File: config.mk
export PLATFORM = sky130hd
export DESIGN_NAME = axil_demux
export DESIGN_NICKNAME = d
export VERILOG_FILES = /design/src/logic/demux_pkg.sv /design/src/logic/axil_pkg.sv /design/src/logic/axil_demux.sv /design/src/logic/read_demux.sv /design/src/logic/write_demux.sv /design/src/logic/select_fifo.sv
export VERILOG_INCLUDE_DIRS = /design/src /design/src/logic
export SDC_FILE = /design/constraint.sdc
export NUM_CORES = 1
export LEC_CHECK = 0
export ABC_AREA = 1
export BUFFER_PORTS_ARGS = -buffer_cell sky130_fd_sc_hd__buf_2
export CAP_MARGIN = 15
export CORE_AREA = 10 10 226 228
export DETAILED_ROUTE_END_ITERATION = 6
export DIE_AREA = 0 0 236 238
export HOLD_SLACK_MARGIN = 0.02
export PLACE_DENSITY_LB_ADDON = 0.25
export RECOVER_POWER = 25
export SLEW_MARGIN = 10
export SYNTH_ARGS = -nofsm -noshare
export SYNTH_HDL_FRONTEND = slang
export SYNTH_HIERARCHICAL = 1
export SYNTH_SLANG_ARGS = --single-unit
File: constraint.sdc
create_clock -name clk_i -period 6 [get_ports clk_i]
set_clock_uncertainty 0.15 [all_clocks]
set_input_delay 0 -clock clk_i [delete_from_list [all_inputs] [get_ports clk_i]]
set_output_delay 0 -clock clk_i [all_outputs]
set_load 0.02 [all_outputs]
File: src/logic/demux_macros.svh
/*
  Sizing constants for the AXI4-Lite demux.
  Included by both packages, the RTL and the testbench.
*/
`ifndef DEMUX_MACROS_SVH
`define DEMUX_MACROS_SVH

// number of downstream ports (two or more)
`define NUM_PORTS 4

// outstanding transactions tracked per select FIFO
`define MAX_TRANS 4

// bus widths
`define ADDR_WIDTH 16
`define DATA_WIDTH 32

`endif
File: src/logic/demux_pkg.sv
/*
  Routing types of the demux: the port select and the AW lock state.
*/
`include "demux_macros.svh"

package demux_pkg;

  // index of a downstream port
  typedef logic [$clog2(`NUM_PORTS)-1:0] port_sel_t;

  // --------------------
  // AW lock
  // locked means the select is already in the W FIFO and the
  // chosen port still owes its aw_ready
  typedef enum logic {
    AW_IDLE   = 1'b0,
    AW_LOCKED = 1'b1
  } aw_state_e;

endpackage

File: src/logic/axil_pkg.sv
/*
  AXI4-Lite channel payloads and the request/response structs that bundle them.
  Write and read halves are separate so each demux half owns its own fields.
*/
`include "demux_macros.svh"

package axil_pkg;

  localparam int unsigned STRB_WIDTH = `DATA_WIDTH / 8;

  typedef logic [`ADDR_WIDTH-1:0] addr_t;
  typedef logic [`DATA_WIDTH-1:0] data_t;
  typedef logic [STRB_WIDTH-1:0]  strb_t;

  typedef enum logic [1:0] {
    OKAY   = 2'b00,
    EXOKAY = 2'b01,
    SLVERR = 2'b10,
    DECERR = 2'b11
  } axil_resp_e;

  // --------------------
  // channel payloads
  typedef struct packed {
    addr_t      addr;
    logic [2:0] prot;
  } axil_aw_t;

  typedef struct packed {
    addr_t      addr;
    logic [2:0] prot;
  } axil_ar_t;

  typedef struct packed {
    data_t data;
    strb_t strb;
  } axil_w_t;

  typedef struct packed {
    axil_resp_e resp;
  } axil_b_t;

  typedef struct packed {
    data_t      data;
    axil_resp_e resp;
  } axil_r_t;

  // --------------------
  // write and read halves
  typedef struct packed {
    axil_aw_t aw;
    logic     aw_valid;
    axil_w_t  w;
    logic     w_valid;
    logic     b_ready;
  } axil_wr_req_t;

  typedef struct packed {
    logic    aw_ready;
    logic    w_ready;
    axil_b_t b;
    logic    b_valid;
  } axil_wr_rsp_t;

  typedef struct packed {
    axil_ar_t ar;
    logic     ar_valid;
    logic     r_ready;
  } axil_rd_req_t;

  typedef struct packed {
    logic    ar_ready;
    axil_r_t r;
    logic    r_valid;
  } axil_rd_rsp_t;

  // full bus, as seen at a port
  typedef struct packed {
    axil_wr_req_t wr;
    axil_rd_req_t rd;
  } axil_req_t;

  typedef struct packed {
    axil_wr_rsp_t wr;
    axil_rd_rsp_t rd;
  } axil_rsp_t;

endpackage

File: src/logic/axil_demux.sv
/*
  AXI4-Lite demux top level. One upstream port fans out to NUM_PORTS
  downstream ports, picked per AW and AR by the select inputs.
*/
`timescale 1ns/1ps
`include "demux_macros.svh"

module axil_demux (
  input  logic                                 clk_i,
  input  logic                                 arst_n_i,
  input  axil_pkg::axil_req_t                  slv_req_i,
  input  demux_pkg::port_sel_t                 slv_aw_sel_i,
  input  demux_pkg::port_sel_t                 slv_ar_sel_i,
  output axil_pkg::axil_rsp_t                  slv_rsp_o,
  output axil_pkg::axil_req_t [`NUM_PORTS-1:0] mst_reqs_o,
  input  axil_pkg::axil_rsp_t [`NUM_PORTS-1:0] mst_rsps_i
);
  import axil_pkg::*;

  axil_wr_req_t [`NUM_PORTS-1:0] mst_wr_reqs;
  axil_wr_rsp_t [`NUM_PORTS-1:0] mst_wr_rsps;
  axil_rd_req_t [`NUM_PORTS-1:0] mst_rd_reqs;
  axil_rd_rsp_t [`NUM_PORTS-1:0] mst_rd_rsps;

  // split and join the per-port buses
  for (genvar i = 0; i < `NUM_PORTS; i++) begin : gen_ports
    assign mst_reqs_o[i].wr = mst_wr_reqs[i];
    assign mst_reqs_o[i].rd = mst_rd_reqs[i];
    assign mst_wr_rsps[i]   = mst_rsps_i[i].wr;
    assign mst_rd_rsps[i]   = mst_rsps_i[i].rd;
  end

  write_demux i_write_demux (
    .clk_i         ( clk_i         ),
    .arst_n_i      ( arst_n_i      ),
    .wr_req_i      ( slv_req_i.wr  ),
    .aw_sel_i      ( slv_aw_sel_i  ),
    .wr_rsp_o      ( slv_rsp_o.wr  ),
    .mst_wr_reqs_o ( mst_wr_reqs   ),
    .mst_wr_rsps_i ( mst_wr_rsps   )
  );

  read_demux i_read_demux (
    .clk_i         ( clk_i         ),
    .arst_n_i      ( arst_n_i      ),
    .rd_req_i      ( slv_req_i.rd  ),
    .ar_sel_i      ( slv_ar_sel_i  ),
    .rd_rsp_o      ( slv_rsp_o.rd  ),
    .mst_rd_reqs_o ( mst_rd_reqs   ),
    .mst_rd_rsps_i ( mst_rd_rsps   )
  );

endmodule

File: src/logic/read_demux.sv
/*
  Read half of the AXI4-Lite demux. AR goes to the selected port and
  R data returns in issue order from the head of the R select FIFO.
*/
`timescale 1ns/1ps
`include "demux_macros.svh"

module read_demux (
  input  logic                                    clk_i,
  input  logic                                    arst_n_i,
  input  axil_pkg::axil_rd_req_t                  rd_req_i,
  input  demux_pkg::port_sel_t                    ar_sel_i,
  output axil_pkg::axil_rd_rsp_t                  rd_rsp_o,
  output axil_pkg::axil_rd_req_t [`NUM_PORTS-1:0] mst_rd_reqs_o,
  input  axil_pkg::axil_rd_rsp_t [`NUM_PORTS-1:0] mst_rd_rsps_i
);
  import axil_pkg::*;
  import demux_pkg::*;

  logic      slv_ar_ready;
  logic      r_fifo_push;
  logic      r_fifo_pop;
  logic      r_fifo_full;
  logic      r_fifo_empty;
  port_sel_t r_sel;
  axil_r_t   slv_r;
  logic      slv_r_valid;

  // --------------------
  // AR channel
  for (genvar i = 0; i < `NUM_PORTS; i++) begin : gen_mst_ar
    assign mst_rd_reqs_o[i].ar       = rd_req_i.ar;
    assign mst_rd_reqs_o[i].ar_valid = ~r_fifo_full & rd_req_i.ar_valid &
                                       (ar_sel_i == port_sel_t'(i));
  end

  // a full R FIFO stalls new reads
  assign slv_ar_ready      = ~r_fifo_full & mst_rd_rsps_i[ar_sel_i].ar_ready;
  assign rd_rsp_o.ar_ready = slv_ar_ready;
  assign r_fifo_push       = rd_req_i.ar_valid & slv_ar_ready;

  select_fifo #(
    .depth    ( `MAX_TRANS   )
  ) i_r_fifo (
    .clk_i    ( clk_i        ),
    .arst_n_i ( arst_n_i     ),
    .push_i   ( r_fifo_push  ),
    .sel_i    ( ar_sel_i     ),
    .pop_i    ( r_fifo_pop   ),
    .sel_o    ( r_sel        ),
    .full_o   ( r_fifo_full  ),
    .empty_o  ( r_fifo_empty )
  );

  // --------------------
  // R channel
  // only the oldest outstanding read may answer
  always_comb begin
    slv_r       = '0;
    slv_r_valid = 1'b0;
    if (!r_fifo_empty) begin
      slv_r       = mst_rd_rsps_i[r_sel].r;
      slv_r_valid = mst_rd_rsps_i[r_sel].r_valid;
    end
  end

  assign rd_rsp_o.r       = slv_r;
  assign rd_rsp_o.r_valid = slv_r_valid;

  for (genvar i = 0; i < `NUM_PORTS; i++) begin : gen_mst_r
    assign mst_rd_reqs_o[i].r_ready = ~r_fifo_empty & rd_req_i.r_ready &
                                      (r_sel == port_sel_t'(i));
  end

  assign r_fifo_pop = slv_r_valid & rd_req_i.r_ready;

endmodule

File: src/logic/write_demux.sv
/*
  Write half of the AXI4-Lite demux. AW is routed by the request select,
  W by the head of the W select FIFO and B comes back from the B FIFO head.
*/
`timescale 1ns/1ps
`include "demux_macros.svh"

module write_demux (
  input  logic                                    clk_i,
  input  logic                                    arst_n_i,
  input  axil_pkg::axil_wr_req_t                  wr_req_i,
  input  demux_pkg::port_sel_t                    aw_sel_i,
  output axil_pkg::axil_wr_rsp_t                  wr_rsp_o,
  output axil_pkg::axil_wr_req_t [`NUM_PORTS-1:0] mst_wr_reqs_o,
  input  axil_pkg::axil_wr_rsp_t [`NUM_PORTS-1:0] mst_wr_rsps_i
);
  import axil_pkg::*;
  import demux_pkg::*;

  aw_state_e             aw_state_q;
  aw_state_e             aw_state_d;
  logic [`NUM_PORTS-1:0] mst_aw_valids;
  logic [`NUM_PORTS-1:0] mst_aw_readies;
  logic                  slv_aw_ready;
  logic                  w_fifo_push;
  logic                  w_fifo_pop;
  logic                  w_fifo_full;
  logic                  w_fifo_empty;
  port_sel_t             w_sel;
  logic                  w_enable;
  logic                  slv_w_ready;
  logic                  b_fifo_pop;
  logic                  b_fifo_full;
  logic                  b_fifo_empty;
  port_sel_t             b_sel;
  axil_b_t               slv_b;
  logic                  slv_b_valid;

  // --------------------
  // AW channel
  // address goes to every port and valid only to the selected one
  for (genvar i = 0; i < `NUM_PORTS; i++) begin : gen_mst_aw
    assign mst_wr_reqs_o[i].aw       = wr_req_i.aw;
    assign mst_wr_reqs_o[i].aw_valid = mst_aw_valids[i];
    assign mst_aw_readies[i]         = mst_wr_rsps_i[i].aw_ready;
  end

  always_comb begin
    aw_state_d    = aw_state_q;
    slv_aw_ready  = 1'b0;
    mst_aw_valids = '0;
    w_fifo_push   = 1'b0;
    case (aw_state_q)
      AW_IDLE: begin
        // new write is only offered while the W FIFO has room
        if (!w_fifo_full && wr_req_i.aw_valid) begin
          w_fifo_push             = 1'b1;
          mst_aw_valids[aw_sel_i] = 1'b1;
          if (mst_aw_readies[aw_sel_i]) begin
            slv_aw_ready = 1'b1;
          end else begin
            aw_state_d = AW_LOCKED;
          end
        end
      end
      AW_LOCKED: begin
        // select already pushed, hold valid without pushing again
        mst_aw_valids[aw_sel_i] = 1'b1;
        if (mst_aw_readies[aw_sel_i]) begin
          slv_aw_ready = 1'b1;
          aw_state_d   = AW_IDLE;
        end
      end
      default: aw_state_d = AW_IDLE;
    endcase
  end

  always_ff @(posedge clk_i or negedge arst_n_i) begin
    if (!arst_n_i) begin
      aw_state_q <= AW_IDLE;
    end else begin
      aw_state_q <= aw_state_d;
    end
  end

  assign wr_rsp_o.aw_ready = slv_aw_ready;

  select_fifo #(
    .depth    ( `MAX_TRANS   )
  ) i_w_fifo (
    .clk_i    ( clk_i        ),
    .arst_n_i ( arst_n_i     ),
    .push_i   ( w_fifo_push  ),
    .sel_i    ( aw_sel_i     ),
    .pop_i    ( w_fifo_pop   ),
    .sel_o    ( w_sel        ),
    .full_o   ( w_fifo_full  ),
    .empty_o  ( w_fifo_empty )
  );

  // --------------------
  // W channel
  // a beat needs a known target and room to record its response
  assign w_enable = ~w_fifo_empty & ~b_fifo_full;

  for (genvar i = 0; i < `NUM_PORTS; i++) begin : gen_mst_w
    assign mst_wr_reqs_o[i].w       = wr_req_i.w;
    assign mst_wr_reqs_o[i].w_valid = w_enable & wr_req_i.w_valid &
                                      (w_sel == port_sel_t'(i));
  end

  assign slv_w_ready      = w_enable & mst_wr_rsps_i[w_sel].w_ready;
  assign wr_rsp_o.w_ready = slv_w_ready;
  assign w_fifo_pop       = wr_req_i.w_valid & slv_w_ready;

  // each transferred beat hands its select over to the B side
  select_fifo #(
    .depth    ( `MAX_TRANS   )
  ) i_b_fifo (
    .clk_i    ( clk_i        ),
    .arst_n_i ( arst_n_i     ),
    .push_i   ( w_fifo_pop   ),
    .sel_i    ( w_sel        ),
    .pop_i    ( b_fifo_pop   ),
    .sel_o    ( b_sel        ),
    .full_o   ( b_fifo_full  ),
    .empty_o  ( b_fifo_empty )
  );

  // --------------------
  // B channel
  always_comb begin
    slv_b       = '0;
    slv_b_valid = 1'b0;
    if (!b_fifo_empty) begin
      slv_b       = mst_wr_rsps_i[b_sel].b;
      slv_b_valid = mst_wr_rsps_i[b_sel].b_valid;
    end
  end

  assign wr_rsp_o.b       = slv_b;
  assign wr_rsp_o.b_valid = slv_b_valid;

  for (genvar i = 0; i < `NUM_PORTS; i++) begin : gen_mst_b
    assign mst_wr_reqs_o[i].b_ready = ~b_fifo_empty & wr_req_i.b_ready &
                                      (b_sel == port_sel_t'(i));
  end

  assign b_fifo_pop = slv_b_valid & wr_req_i.b_ready;

endmodule

File: src/logic/select_fifo.sv
/*
  Registered FIFO of port selects, one entry per outstanding transaction.
  Responses are routed back in the order the selects were pushed.
*/
`timescale 1ns/1ps

module select_fifo #(
  parameter int unsigned depth = 4
) (
  input  logic                 clk_i,
  input  logic                 arst_n_i,
  input  logic                 push_i,
  input  demux_pkg::port_sel_t sel_i,
  input  logic                 pop_i,
  output demux_pkg::port_sel_t sel_o,
  output logic                 full_o,
  output logic                 empty_o
);
  import demux_pkg::*;

  localparam int unsigned ptr_width = (depth > 1) ? $clog2(depth) : 1;
  localparam int unsigned cnt_width = $clog2(depth + 1);

  port_sel_t            mem_q [depth];
  logic [ptr_width-1:0] wr_ptr_q;
  logic [ptr_width-1:0] rd_ptr_q;
  logic [cnt_width-1:0] count_q;
  logic                 do_push;
  logic                 do_pop;

  assign full_o  = (count_q == cnt_width'(depth));
  assign empty_o = (count_q == '0);
  assign sel_o   = mem_q[rd_ptr_q];

  // requests against a full or empty buffer are ignored
  assign do_push = push_i & ~full_o;
  assign do_pop  = pop_i & ~empty_o;

  always_ff @(posedge clk_i) begin
    if (do_push) begin
      mem_q[wr_ptr_q] <= sel_i;
    end
  end

  always_ff @(posedge clk_i or negedge arst_n_i) begin
    if (!arst_n_i) begin
      wr_ptr_q <= '0;
      rd_ptr_q <= '0;
      count_q  <= '0;
    end else begin
      if (do_push) begin
        wr_ptr_q <= (wr_ptr_q == ptr_width'(depth - 1)) ? '0 : wr_ptr_q + 1'b1;
      end
      if (do_pop) begin
        rd_ptr_q <= (rd_ptr_q == ptr_width'(depth - 1)) ? '0 : rd_ptr_q + 1'b1;
      end
      // simultaneous push and pop leave the count alone
      case ({do_push, do_pop})
        2'b10:   count_q <= count_q + 1'b1;
        2'b01:   count_q <= count_q - 1'b1;
        default: count_q <= count_q;
      endcase
    end
  end

endmodule

==> results.py, run 1 <==
metrics = {
    "logic_synthesis": {
        "async_flop_share_pct": 47.83,
        "ys_types": 26,
        "synth_mux_area_share_pct": 0,
        "synth_most_common_cell": "buf_4",
        "synth_commonest_cells": "315 x buf_4, 192 x nand2_1, 138 x nand3_1, 107 x nor2_1, 59 x inv_1",
        "synth-edff-count": 24,
        "ys.flop_type": "edfxtp_1",
        "synth-simple-area-share_pct": 32.04,
        "synth.net_count": 1247,
        "synth-xor-area-share_pct": 0.3951,
        "ys_warn_count": 6,
        "yosysSeqAreaShare_pct": 19.12,
        "synth_fa_ha_area_share_pct": 4.290,
        "ys_seq_elements": 46,
        "synth_compound_area_share_pct": 1.580,
        "synth_top_area_share_pct": 35.56,
        "synth_area_per_cell_um2": 6.807,
        "synth_top_family_by_area": "buffers and inverters",
        "synth.area.top_cells": "buf_4 36%, edfxtp_1 11%, nand2_1 11%",
        "synth_area_mm2": 0.006650,
        "syn_inst": 977,
        "synth_top_area_cell": "buf_4",
    },
    "setup_path": {
        "start_kind": "input port",
        "path_max_fanout": 12,
        "worstPathArrival_ns": 3.51,
        "cp_common_cell": "dlygate4sd3_1",
        "rr_worst_depth": 15,
        "cp_cell_sequence": "dlygate4sd3_1 -> clkbuf_1 -> nand2_1 -> nand2_1 -> dlygate4sd3_1 -> nand2_1 -> dlygate4sd3_1 -> nand2_1 -> dlygate4sd3_1 -> nor2_1 -> dlygate4sd3_1",
        "path_class": "input port to flip-flop",
        "cp_top_family": "buffers and inverters",
        "crit_cells": 11,
        "required_ns": 6.03,
        "slowest_delay_ns": 0.57,
        "cpMaxStageDelayCell": "dlygate4sd3_1",
        "endpoint_kind": "flip-flop",
        "critPathBufInv": 6,
    },
    "placement": {
        "hpwl_um": 20360,
        "place_congestion": 0.8279,
        "port_buffers": 235,
        "placed_area_mm2": 0.006080,
    },
    "floorplan": {
        "die_w_um": 236,
        "io_pins": 606,
        "dieArea_mm2": 0.05617,
        "die_h_um": 238,
        "fp-row-count": 79,
        "start_util_pct": 14.35,
        "coreArea_mm2": 0.04636,
    },
    "power_and_ir_drop": {
        "p_leak_nw": 3.639,
        "power_density_mw_per_mm2": 498.2,
        "p_total_mw": 3.535,
        "ir_drop_mv": 0.3337,
    },
    "drt": {
        "wl_per_cell_um": 16.70,
        "highest_layer": "met4",
        "ant_nets": 0,
        "num_vias": 5730,
        "dr.pass1.iters": 4,
        "drt_iter0_drc": 260,
        "met1_length_um": 12190,
        "routed_wl_um": 26390,
        "wl_met2_um": 12180,
        "met3_length_um": 1704,
        "viasPerCell": 3.627,
        "drcViolationCount": 0,
    },
    "clock_tree": {
        "cts_sinks": 46,
        "path_clk_slew_ns": 0.07,
        "ctsResizeCount": 0,
        "cts_tree": "built",
        "root_buffer": "clkbuf_16",
        "cts_max_path_buffers": 2,
        "cts_htree_levels": 2,
        "clkLatencyLatePin_ns": 0.30,
        "cts_made_buffers": 5,
        "cts_setup_buffers": 0,
    },
    "final_layout": {
        "syn2layout_area_growth_pct": 6.698,
        "final_area_mm2": 0.007096,
        "fin_nets": 1241,
        "filler_cell_count": 5365,
        "drive_gt1_share_pct": 28.70,
    },
    "worst_hold_path": {
        "hold_depth": 5,
        "hp-class": "input port to flip-flop",
    },
    "sta": {
        "final.min_clock_period_ns": 3.479,
        "holdWs_ns": 0.08240,
        "maxSlewHeadroom_pct": -3.611,
        "finalSetupViolCount": 0,
        "setup_tns_ns": 0,
        "clock.fmax_mhz": 287.4,
        "tightestPinTransition_ns": 1.554,
        "grt_setup_unrepaired": "false",
        "fin_crit_sh_pct": 57.99,
        "drv_slew": 23,
        "hold_violations": 0,
    },
    "outcome": {
        "violations": "max-capacitance violations, max-slew violations",
        "status": "complete, but fails checks",
    },
    "global_routing": {
        "antenna_found_initial": 1,
        "grt_usage_pct": 8.597,
        "grt_pass1_wl_um": 38010,
        "grt_pass1_vias": 5750,
        "grt_overflow": 0,
        "grt_max_degree": 74,
    },
    "run": {
        "maxCapViolCount": 1,
    },
}
routing by layer:
metal | vias to the layer above | GRT usage [%]
li1 | 2757 | -
met1 | 2695 | 11.60
met2 | 260 | 13.57
met3 | 18 | 2.206
met4 | 0 | 1.690
met5 | - | 0
placed cells by master, fill, tap and decap left out, drive strengths merged:
master | synthesis | final
dlygate4sd3 | 0 | 85
xnor2 | 3 | 3
buf | 332 | 233
nand3 | 145 | 145
nand4 | 3 | 3
fa | 3 | 3
inv | 76 | 77
clkbuf | 4 | 10
edfxtp | 24 | 24
nand2 | 199 | 199
o211ai | 12 | 12
bufinv | 0 | 1
ha | 18 | 18
dfrtp | 22 | 22
o21ai | 3 | 3
diode | 0 | 1
clkinv | 0 | 1
nor3 | 21 | 21
nor2 | 112 | 112
where the power goes:
part           leakage (nW)  switching [mW]  total, mW  internal (mW)
registers             0.488          0.0957      0.536          0.440
logic                  3.07            1.91       2.67          0.762
clock network        0.0842           0.132      0.330          0.198
logic make-up after synthesis:
group / after synthesis
fa+ha+maj: 21
simple gates: 480
buf+inv: 412
compound gates: 15
flops: 46
xor+xnor: 3
sequential cells by signal (all words and copies together), names as in the netlist:
register                         flops
i_read_demux/i_r_fifo/count_q        3
i_read_demux/i_r_fifo/mem_q          8
i_read_demux/i_r_fifo/rd_ptr_q       2
i_read_demux/i_r_fifo/wr_ptr_q       2
i_write_demux/aw_state_q             1
i_write_demux/i_b_fifo/count_q       3
i_write_demux/i_b_fifo/mem_q         8
i_write_demux/i_b_fifo/rd_ptr_q      2
i_write_demux/i_b_fifo/wr_ptr_q      2
i_write_demux/i_w_fifo/count_q       3
i_write_demux/i_w_fifo/mem_q         8
i_write_demux/i_w_fifo/rd_ptr_q      2
i_write_demux/i_w_fifo/wr_ptr_q      2
metrics by stage:
stage	util, %	std cells	worst slack [ns]
2_1_floorplan	-	977	3.201
6_report	15.31	1580	2.521
3_5_place_dp	13.11	1486	2.548
4_1_cts	15.31	1579	2.523
3_3_place_gp	13.11	1486	2.553
5_1_grt	15.31	1580	2.181
final cells by class:
type / count / area (um2) / area share, %
flip-flops and latches: 46 / 1271 / 17.92
clock buffers: 5 / 125.1 / 1.763
inverters: 76 / 297.8 / 4.197
diodes: 1 / 2.502 / 0.03527
clock inverters: 3 / 43.79 / 0.6172
multi-input cells: 519 / 2552 / 35.97
well taps: 607 / 759.5 / 10.70
repair buffers: 323 / 2043 / 28.80
worst register-to-register path, delay by kind of cell, from the launching register on:
kind / cells / cell delay, ns
flip-flops: 1 / 0.48
AO/OA/AOI/OAI: 2 / 0.25
AND/OR/NAND/NOR: 7 / 0.79
adder cells (fa/ha/maj): 2 / 0.58
buffers and inverters: 4 / 1.09
worst paths after layout:
path / startpoint / end / slack (ns)
setup / recovery: slv_aw_sel_i[0] / i_write_demux/aw_state_q$_DFF_PN0_ / 2.52
hold / removal: slv_req_i[21] / i_write_demux/i_b_fifo/rd_ptr_q[0]$_DFFE_PN0P_ / 0.08
setup reg to reg: i_read_demux/i_r_fifo/rd_ptr_q[0]$_DFFE_PN0P_ / i_read_demux/i_r_fifo/count_q[1]$_DFFE_PN0P_ / 2.56
hold reg to reg: i_write_demux/i_w_fifo/count_q[0]$_DFFE_PN0P_ / i_write_demux/i_w_fifo/count_q[0]$_DFFE_PN0P_ / 0.34
max in group asynchronous: arst_n_i / i_read_demux/i_r_fifo/count_q[1]$_DFFE_PN0P_ / 4.32
min in group asynchronous: arst_n_i / i_write_demux/i_w_fifo/count_q[0]$_DFFE_PN0P_ / 0.46
what timing repair did:
item	CTS	global route
hold endpoints to repair	337	0
hold buffers	85	0
setup endpoints to repair	0	0
No activity file was read; power rests on OpenSTA's default activity.
==> inputs of run 2 (changes only) <==
Settings changed: ABC_AREA 1 to 0, CORE_AREA 10 10 226 228 to 10 10 230 232, DIE_AREA 0 0 236 238 to 0 0 240 242.
Clock period 6 ns to 2.8 ns, I/O delays scaled along.
==> run 2 against run 1 <==
- global-route usage is 1.3 points lower
- first-iteration DRC count is 55% lower
- combinational power is 110% higher
- synthesized area is 5.1% lower
- register-to-register slack worse by 2.6 ns
- critical endpoint is now i_write_demux/i_b_fifo/count_q[2]$_DFFE_PN0P_
- die area is 3.4% higher
- power is 110% higher
- largest cell class unchanged
- synthesized cell count is 37% lower
- worst hold slack better by 0.083 ns
- sequential cell count stayed put
- the flow finishes with violations (negative setup slack)
==> results.py, run 2 <==
metrics = {
    "clock_tree": {
        "cts_htree_levels": 2,
        "root_buffer": "clkbuf_16",
        "clkLatencyLatePin_ns": 0.29,
        "cts_made_buffers": 5,
        "path_clk_slew_ns": 0.07,
        "cts_tree": "built",
        "cts_sinks": 46,
        "cts_max_path_buffers": 2,
    },
    "floorplan": {
        "die_h_um": 242,
        "coreArea_mm2": 0.04844,
        "dieArea_mm2": 0.05808,
        "start_util_pct": 13.03,
        "fp-row-count": 81,
        "die_w_um": 240,
        "io_pins": 606,
    },
    "logic_synthesis": {
        "synth_area_per_cell_um2": 10.20,
        "yosysSeqAreaShare_pct": 20.14,
        "synth_top_area_share_pct": 36.75,
        "synth_area_mm2": 0.006312,
        "syn_inst": 619,
        "synth_commonest_cells": "309 x buf_4, 71 x mux2i_1, 30 x o22ai_2, 24 x edfxtp_1, 24 x inv_1",
        "synth-edff-count": 24,
        "async_flop_share_pct": 47.83,
        "synth.net_count": 889,
        "synth.area.top_cells": "buf_4 37%, edfxtp_1 11%, mux2i_1 11%",
        "ys_types": 40,
        "synth_most_common_cell": "buf_4",
        "synth_top_area_cell": "buf_4",
        "ys.flop_type": "edfxtp_1",
        "ys_seq_elements": 46,
        "ys_warn_count": 6,
    },
    "setup_path": {
        "rr_worst_depth": 11,
        "rr_endpoint": "i_write_demux/i_b_fifo/count_q[2]$_DFFE_PN0P_",
        "reg2reg_from": "i_write_demux/i_w_fifo/rd_ptr_q[0]$_DFFE_PN0P_",
        "cp_top_family": "multiplexers",
        "cpMaxStageDelayCell": "mux4_2",
        "worstPathArrival_ns": 2.93,
        "cp_cell_sequence": "mux4_2 -> mux4_2 -> nor2b_4 -> nor2b_4 -> inv_2 -> ha_4 -> inv_2 -> fa_2 -> xor2_1 -> nor2_1 -> xor2_1",
        "critPathBufInv": 2,
        "endpoint_kind": "flip-flop",
        "path_class": "flip-flop to flip-flop",
        "reg2reg_slack_ns": -0.07,
        "required_ns": 2.86,
        "slowest_delay_ns": 0.53,
        "path_max_fanout": 3,
        "start_kind": "flip-flop",
    },
    "drt": {
        "routed_wl_um": 23390,
        "drt_iter0_drc": 117,
        "viasPerCell": 3.262,
        "num_vias": 4188,
        "drcViolationCount": 0,
        "ant_nets": 0,
        "dr.pass1.iters": 4,
        "wl_per_cell_um": 18.22,
    },
    "final_layout": {
        "syn2layout_area_growth_pct": 13.80,
        "drive_gt1_share_pct": 56.43,
        "post-route-util_pct": 14.83,
        "instances_no_fill": 1284,
        "final_cell_mix": "229 x buf_2, 82 x dlygate4sd3_1, 71 x mux2i_1",
        "largestRegisters": "i_read_demux/i_r_fifo/mem_q x8, i_write_demux/i_b_fifo/mem_q x8, i_write_demux/i_w_fifo/mem_q x8",
        "final_area_mm2": 0.007183,
        "final_common_cell": "buf_2",
        "fin_nets": 930,
    },
    "outcome": {
        "violations": "negative setup slack",
        "status": "complete, but fails checks",
    },
    "sta": {
        "drv_slew": 0,
        "holdWs_ns": 0.1654,
        "hold_violations": 0,
        "finalSetupViolCount": 1,
        "fin_ws_ns": -0.06942,
        "final.min_clock_period_ns": 2.869,
        "grt_setup_unrepaired": "true",
        "fin_crit_sh_pct": 102.5,
        "tightestPinTransition_ns": 1.488,
        "maxSlewHeadroom_pct": 0.8146,
        "setup_tns_ns": -0.06942,
        "clock.fmax_mhz": 348.5,
    },
    "global_routing": {
        "grt_overflow": 0,
        "grt_pass1_wl_um": 32420,
        "grt_max_degree": 48,
        "grt_pass1_vias": 4655,
        "antenna_found_initial": 3,
        "grt_usage_pct": 7.342,
    },
    "power_and_ir_drop": {
        "p_total_mw": 7.467,
        "ir_drop_mv": 0.3349,
        "power_density_mw_per_mm2": 1040,
        "p_leak_nw": 3.280,
    },
    "placement": {
        "dpl_worst_slack_ns": -0.2183,
        "place_inst": 1186,
        "placed_area_mm2": 0.006117,
        "port_buffers": 235,
        "place_congestion": 0.7851,
        "hpwl_um": 18890,
    },
    "worst_hold_path": {
        "hp-start": "slv_req_i[59]",
        "holdPathEnd": "i_write_demux/i_w_fifo/wr_ptr_q[0]$_DFFE_PN0P_",
        "hp-class": "input port to flip-flop",
        "hold_depth": 5,
    },
    "run": {
        "maxCapViolCount": 0,
    },
}
==> run 2: changes by cell type in the layout (fill, tap and decap cells not counted), moves of 9 or more <==
| cell | delta |
|---|---|
| buf_4 | +30 |
| o22ai_2 | +30 |
| nor2_1 | -96 |
| mux2_4 | +9 |
| mux4_2 | +11 |
| and2_2 | +12 |
| nand3_1 | -138 |
| o211ai_1 | -12 |
| nand2_1 | -190 |
| mux2i_1 | +71 |
| nor3_1 | -20 |
| inv_1 | -42 |
==> run 2: worst max-delay path by stage <==
stage / from / to / slack (ns) / depth (start not counted)
6_report: i_write_demux/i_w_fifo/rd_ptr_q[0]$_DFFE_PN0P_ / i_write_demux/i_b_fifo/count_q[2]$_DFFE_PN0P_ / -0.07 / 11
5_1_grt: i_write_demux/i_w_fifo/rd_ptr_q[0]$_DFFE_PN0P_ / i_write_demux/i_b_fifo/count_q[2]$_DFFE_PN0P_ / -0.21 / 11
3_5_place_dp: i_write_demux/i_w_fifo/rd_ptr_q[0]$_DFFE_PN0P_ / i_write_demux/i_b_fifo/count_q[2]$_DFFE_PN0P_ / -0.22 / 11
2_1_floorplan: i_write_demux/i_w_fifo/rd_ptr_q[0]$_DFFE_PN0P_ / i_write_demux/i_b_fifo/count_q[2]$_DFFE_PN0P_ / -0.15 / 11
4_1_cts: i_write_demux/i_w_fifo/rd_ptr_q[0]$_DFFE_PN0P_ / i_write_demux/i_b_fifo/count_q[2]$_DFFE_PN0P_ / -0.11 / 11
3_3_place_gp: i_write_demux/i_w_fifo/rd_ptr_q[0]$_DFFE_PN0P_ / i_write_demux/i_b_fifo/count_q[2]$_DFFE_PN0P_ / -0.16 / 11
==> run 2: routing by layer <==
layer | routed length [um] | vias to the layer above | global-route usage, % | part of all wire, %
met4 | 201 | 4 | 1.173 | 0.86
li1 | - | 1882 | - | -
met2 | 10310 | 206 | 11.41 | 44
met3 | 2778 | 15 | 3.037 | 12
met5 | 25 | - | 0 | 0.11
met1 | 10070 | 2081 | 9.433 | 43
==> run 2: layout make-up <==
class                           instances  area [um2]
Sequential cell                        46        1272
Multi-Input combinational cell        231        2591
Inverter                               24       90.09
Antenna cell                            1       2.502
Tap cell                              622       778.2
Clock inverter                          3       18.77
Fill cell                            5448       41260
Clock buffer                            5       125.1
Timing Repair Buffer                  352        2305
==> run 2: kinds of logic (layout without fill, tap and decap cells) <==
group | after synthesis | in the layout | share of synthesized area, %
buffers and inverters | 342 | 384 | 39.80
muxes | 96 | 96 | 18.63
and+or+nand+nor | 65 | 65 | 8.642
DFF | 46 | 46 | 20.14
AOI/OAI and AO/OA | 40 | 40 | 7.017
adders and majority gates | 21 | 21 | 4.519
xor gates and xnor gates | 9 | 9 | 1.249
other | 0 | 1 | 0
==> run 2: power by group <==
| group | internal [mW] | switching (mW) | leakage (nW) |
|---|---|---|---|
| logic | 2.46 | 3.23 | 2.73 |
| registers | 0.964 | 0.217 | 0.476 |
| clock network | 0.332 | 0.271 | 0.0740 |
==> run 2: timing repair <==
item	in CTS	in global routing
endpoints found under the setup margin	16	18
gates resized for setup	4	12
hold endpoints to repair	335	0
pin swaps	5	4
buffers inserted	3	4
hold buffers	82	0
==> run 2: worst reg2reg max path, cell delays in order (launching register included) <==
cell     delay, ns
dfrtp_2       0.38
mux4_2        0.53
mux4_2        0.46
nor2b_4       0.15
nor2b_4       0.13
inv_2         0.07
ha_4          0.13
inv_2         0.03
fa_2          0.32
xor2_1        0.14
nor2_1        0.12
xor2_1        0.17
==> inputs of run 3 (changes only) <==
Settings changed: MAX_ROUTING_LAYER from default to met4.
==> run 3 against run 2 <==
- register-to-register slack hardly changed
- critical path type unchanged
- largest power group unchanged
- the flow still finishes with violations (negative setup slack)
- sequential share of layout area hardly changed
- power rose by 0.10%
- worst setup slack improved by 0.0021 ns
==> results.py, run 3 (synthesized netlist as in run 2, its figures left out) <==
metrics = {
    "clock_tree": {
        "cts_sinks": 46,
        "root_buffer": "clkbuf_16",
        "cts_htree_levels": 2,
        "cts_made_buffers": 5,
        "cts_max_path_buffers": 2,
        "path_clk_slew_ns": 0.07,
        "cts_tree": "built",
        "clkLatencyLatePin_ns": 0.29,
    },
    "final_layout": {
        "multiInputGateArea_mm2": 0.002591,
        "drive_gt1_share_pct": 56.43,
        "final_common_cell": "buf_2",
        "largestRegisters": "i_read_demux/i_r_fifo/mem_q x8, i_write_demux/i_b_fifo/mem_q x8, i_write_demux/i_w_fifo/mem_q x8",
        "final_cell_mix": "229 x buf_2, 82 x dlygate4sd3_1, 71 x mux2i_1",
        "post-route-util_pct": 14.84,
        "syn2layout_area_growth_pct": 13.88,
        "final_area_mm2": 0.007188,
        "fin_nets": 930,
        "filler_cell_count": 5446,
        "register_area_mm2": 0.001272,
    },
    "setup_path": {
        "cpMaxStageDelayCell": "mux4_2",
        "required_ns": 2.86,
        "start_kind": "flip-flop",
        "path_class": "flip-flop to flip-flop",
        "endpoint_kind": "flip-flop",
        "path_max_fanout": 3,
        "cp_cell_sequence": "mux4_2 -> mux4_2 -> nor2b_4 -> nor2b_4 -> inv_2 -> ha_4 -> inv_2 -> fa_2 -> xor2_1 -> nor2_1 -> xor2_1",
        "slowest_delay_ns": 0.53,
        "worstPathArrival_ns": 2.92,
    },
    "drt": {
        "wl_per_cell_um": 18.21,
        "drcViolationCount": 0,
        "routed_wl_um": 23420,
        "ant_nets": 0,
        "dr.pass1.iters": 4,
        "num_vias": 4204,
        "drt_iter0_drc": 113,
        "viasPerCell": 3.269,
    },
    "sta": {
        "maxSlewHeadroom_pct": 1.296,
        "fin_crit_sh_pct": 102.4,
        "drv_slew": 0,
        "holdWs_ns": 0.1689,
        "hold_violations": 0,
        "setup_tns_ns": -0.06731,
        "final.min_clock_period_ns": 2.867,
        "grt_setup_unrepaired": "true",
        "clock.fmax_mhz": 348.8,
        "tightestPinTransition_ns": 1.481,
        "fin_ws_ns": -0.06731,
        "finalSetupViolCount": 1,
    },
    "run": {
        "maxCapViolCount": 0,
    },
    "global_routing": {
        "grt_pass1_vias": 4655,
        "grt_usage_pct": 7.557,
        "grt_max_degree": 48,
        "antenna_found_initial": 3,
        "grt_pass1_wl_um": 32440,
        "grt_overflow": 0,
    },
    "floorplan": {
        "die_h_um": 242,
        "dieArea_mm2": 0.05808,
        "coreArea_mm2": 0.04844,
        "die_w_um": 240,
        "start_util_pct": 13.03,
        "io_pins": 606,
        "fp-row-count": 81,
    },
    "outcome": {
        "violations": "negative setup slack",
        "status": "complete, but fails checks",
    },
    "placement": {
        "port_buffers": 235,
        "hpwl_um": 18890,
        "place_congestion": 0.7961,
        "placed_area_mm2": 0.006117,
    },
    "power_and_ir_drop": {
        "power_density_mw_per_mm2": 1040,
        "p_total_mw": 7.474,
        "ir_drop_mv": 0.3357,
        "p_leak_nw": 3.280,
    },
    "worst_hold_path": {
        "hp-class": "input port to flip-flop",
    },
}
==> run 3: changes by cell type in the layout (fill, tap and decap cells not counted), sizes merged <==
cell	before	now
diode	1	3
==> run 3: area by class of cell <==
class / count / area share (%)
clock buffers: 5 / 1.741
diodes: 3 / 0.1044
inverters: 24 / 1.253
well taps: 622 / 10.83
multi-input cells: 231 / 36.05
flip-flops and latches: 46 / 17.70
repair buffers: 352 / 32.06
clock inverters: 3 / 0.2611
==> run 3: stage by stage <==
stage	cells	setup WS (ns)
after floorplan	619	-0.1514
after global placement	1186	-0.1601
after detailed placement	1186	-0.2183
after CTS	1279	-0.1095
after global routing	1286	-0.2051
final	1286	-0.06731
==> run 3: final timing paths <==
kind                                                                 from                                             end  slack [ns]  cells after the start
max                        i_write_demux/i_w_fifo/rd_ptr_q[0]$_DFFE_PN0P_   i_write_demux/i_b_fifo/count_q[2]$_DFFE_PN0P_       -0.07                     11
min                                                         slv_req_i[59]  i_write_demux/i_w_fifo/wr_ptr_q[0]$_DFFE_PN0P_        0.17                      5
max reg2reg                i_write_demux/i_w_fifo/rd_ptr_q[0]$_DFFE_PN0P_   i_write_demux/i_b_fifo/count_q[2]$_DFFE_PN0P_       -0.07                     11
min reg2reg                  i_read_demux/i_r_fifo/count_q[2]$_DFFE_PN0P_    i_read_demux/i_r_fifo/count_q[2]$_DFFE_PN0P_        0.36                      1
max in group asynchronous                                        arst_n_i  i_write_demux/i_w_fifo/rd_ptr_q[0]$_DFFE_PN0P_        1.07                      2
min in group asynchronous                                        arst_n_i   i_read_demux/i_r_fifo/wr_ptr_q[0]$_DFFE_PN0P_        0.45                      2
==> run 3: power by group <==
group	internal (mW)	switching [mW]	leakage, nW
combinational	2.46	3.24	2.73
clock	0.331	0.267	0.0740
sequential	0.964	0.217	0.476
==> run 3: what timing repair did <==
item                                    CTS  global route
pin swaps                                 5             4
hold endpoints to repair                335             0
gates resized for setup                   4            12
hold buffers                             82             0
endpoints found under the setup margin   16            18
setup buffers                             3             4
==> run 3: worst max-delay path, delay by kind of cell (launching register included) <==
family,cells,cell delay [ns]
simple gates,3,0.40
flops,1,0.38
buf+inv,2,0.10
xor+xnor,2,0.31
fa+ha+maj,2,0.45
mux,2,0.99
==> run 3: metal layers <==
metal / vias up / part of all wire (%) / track usage, %
met3: 11 / 12 / 2.900
li1: 1888 / - / -
met1: 2100 / 43 / 9.541
met2: 205 / 44 / 11.40
met4: 0 / 0.78 / 1.173
met5: - / 0 / -
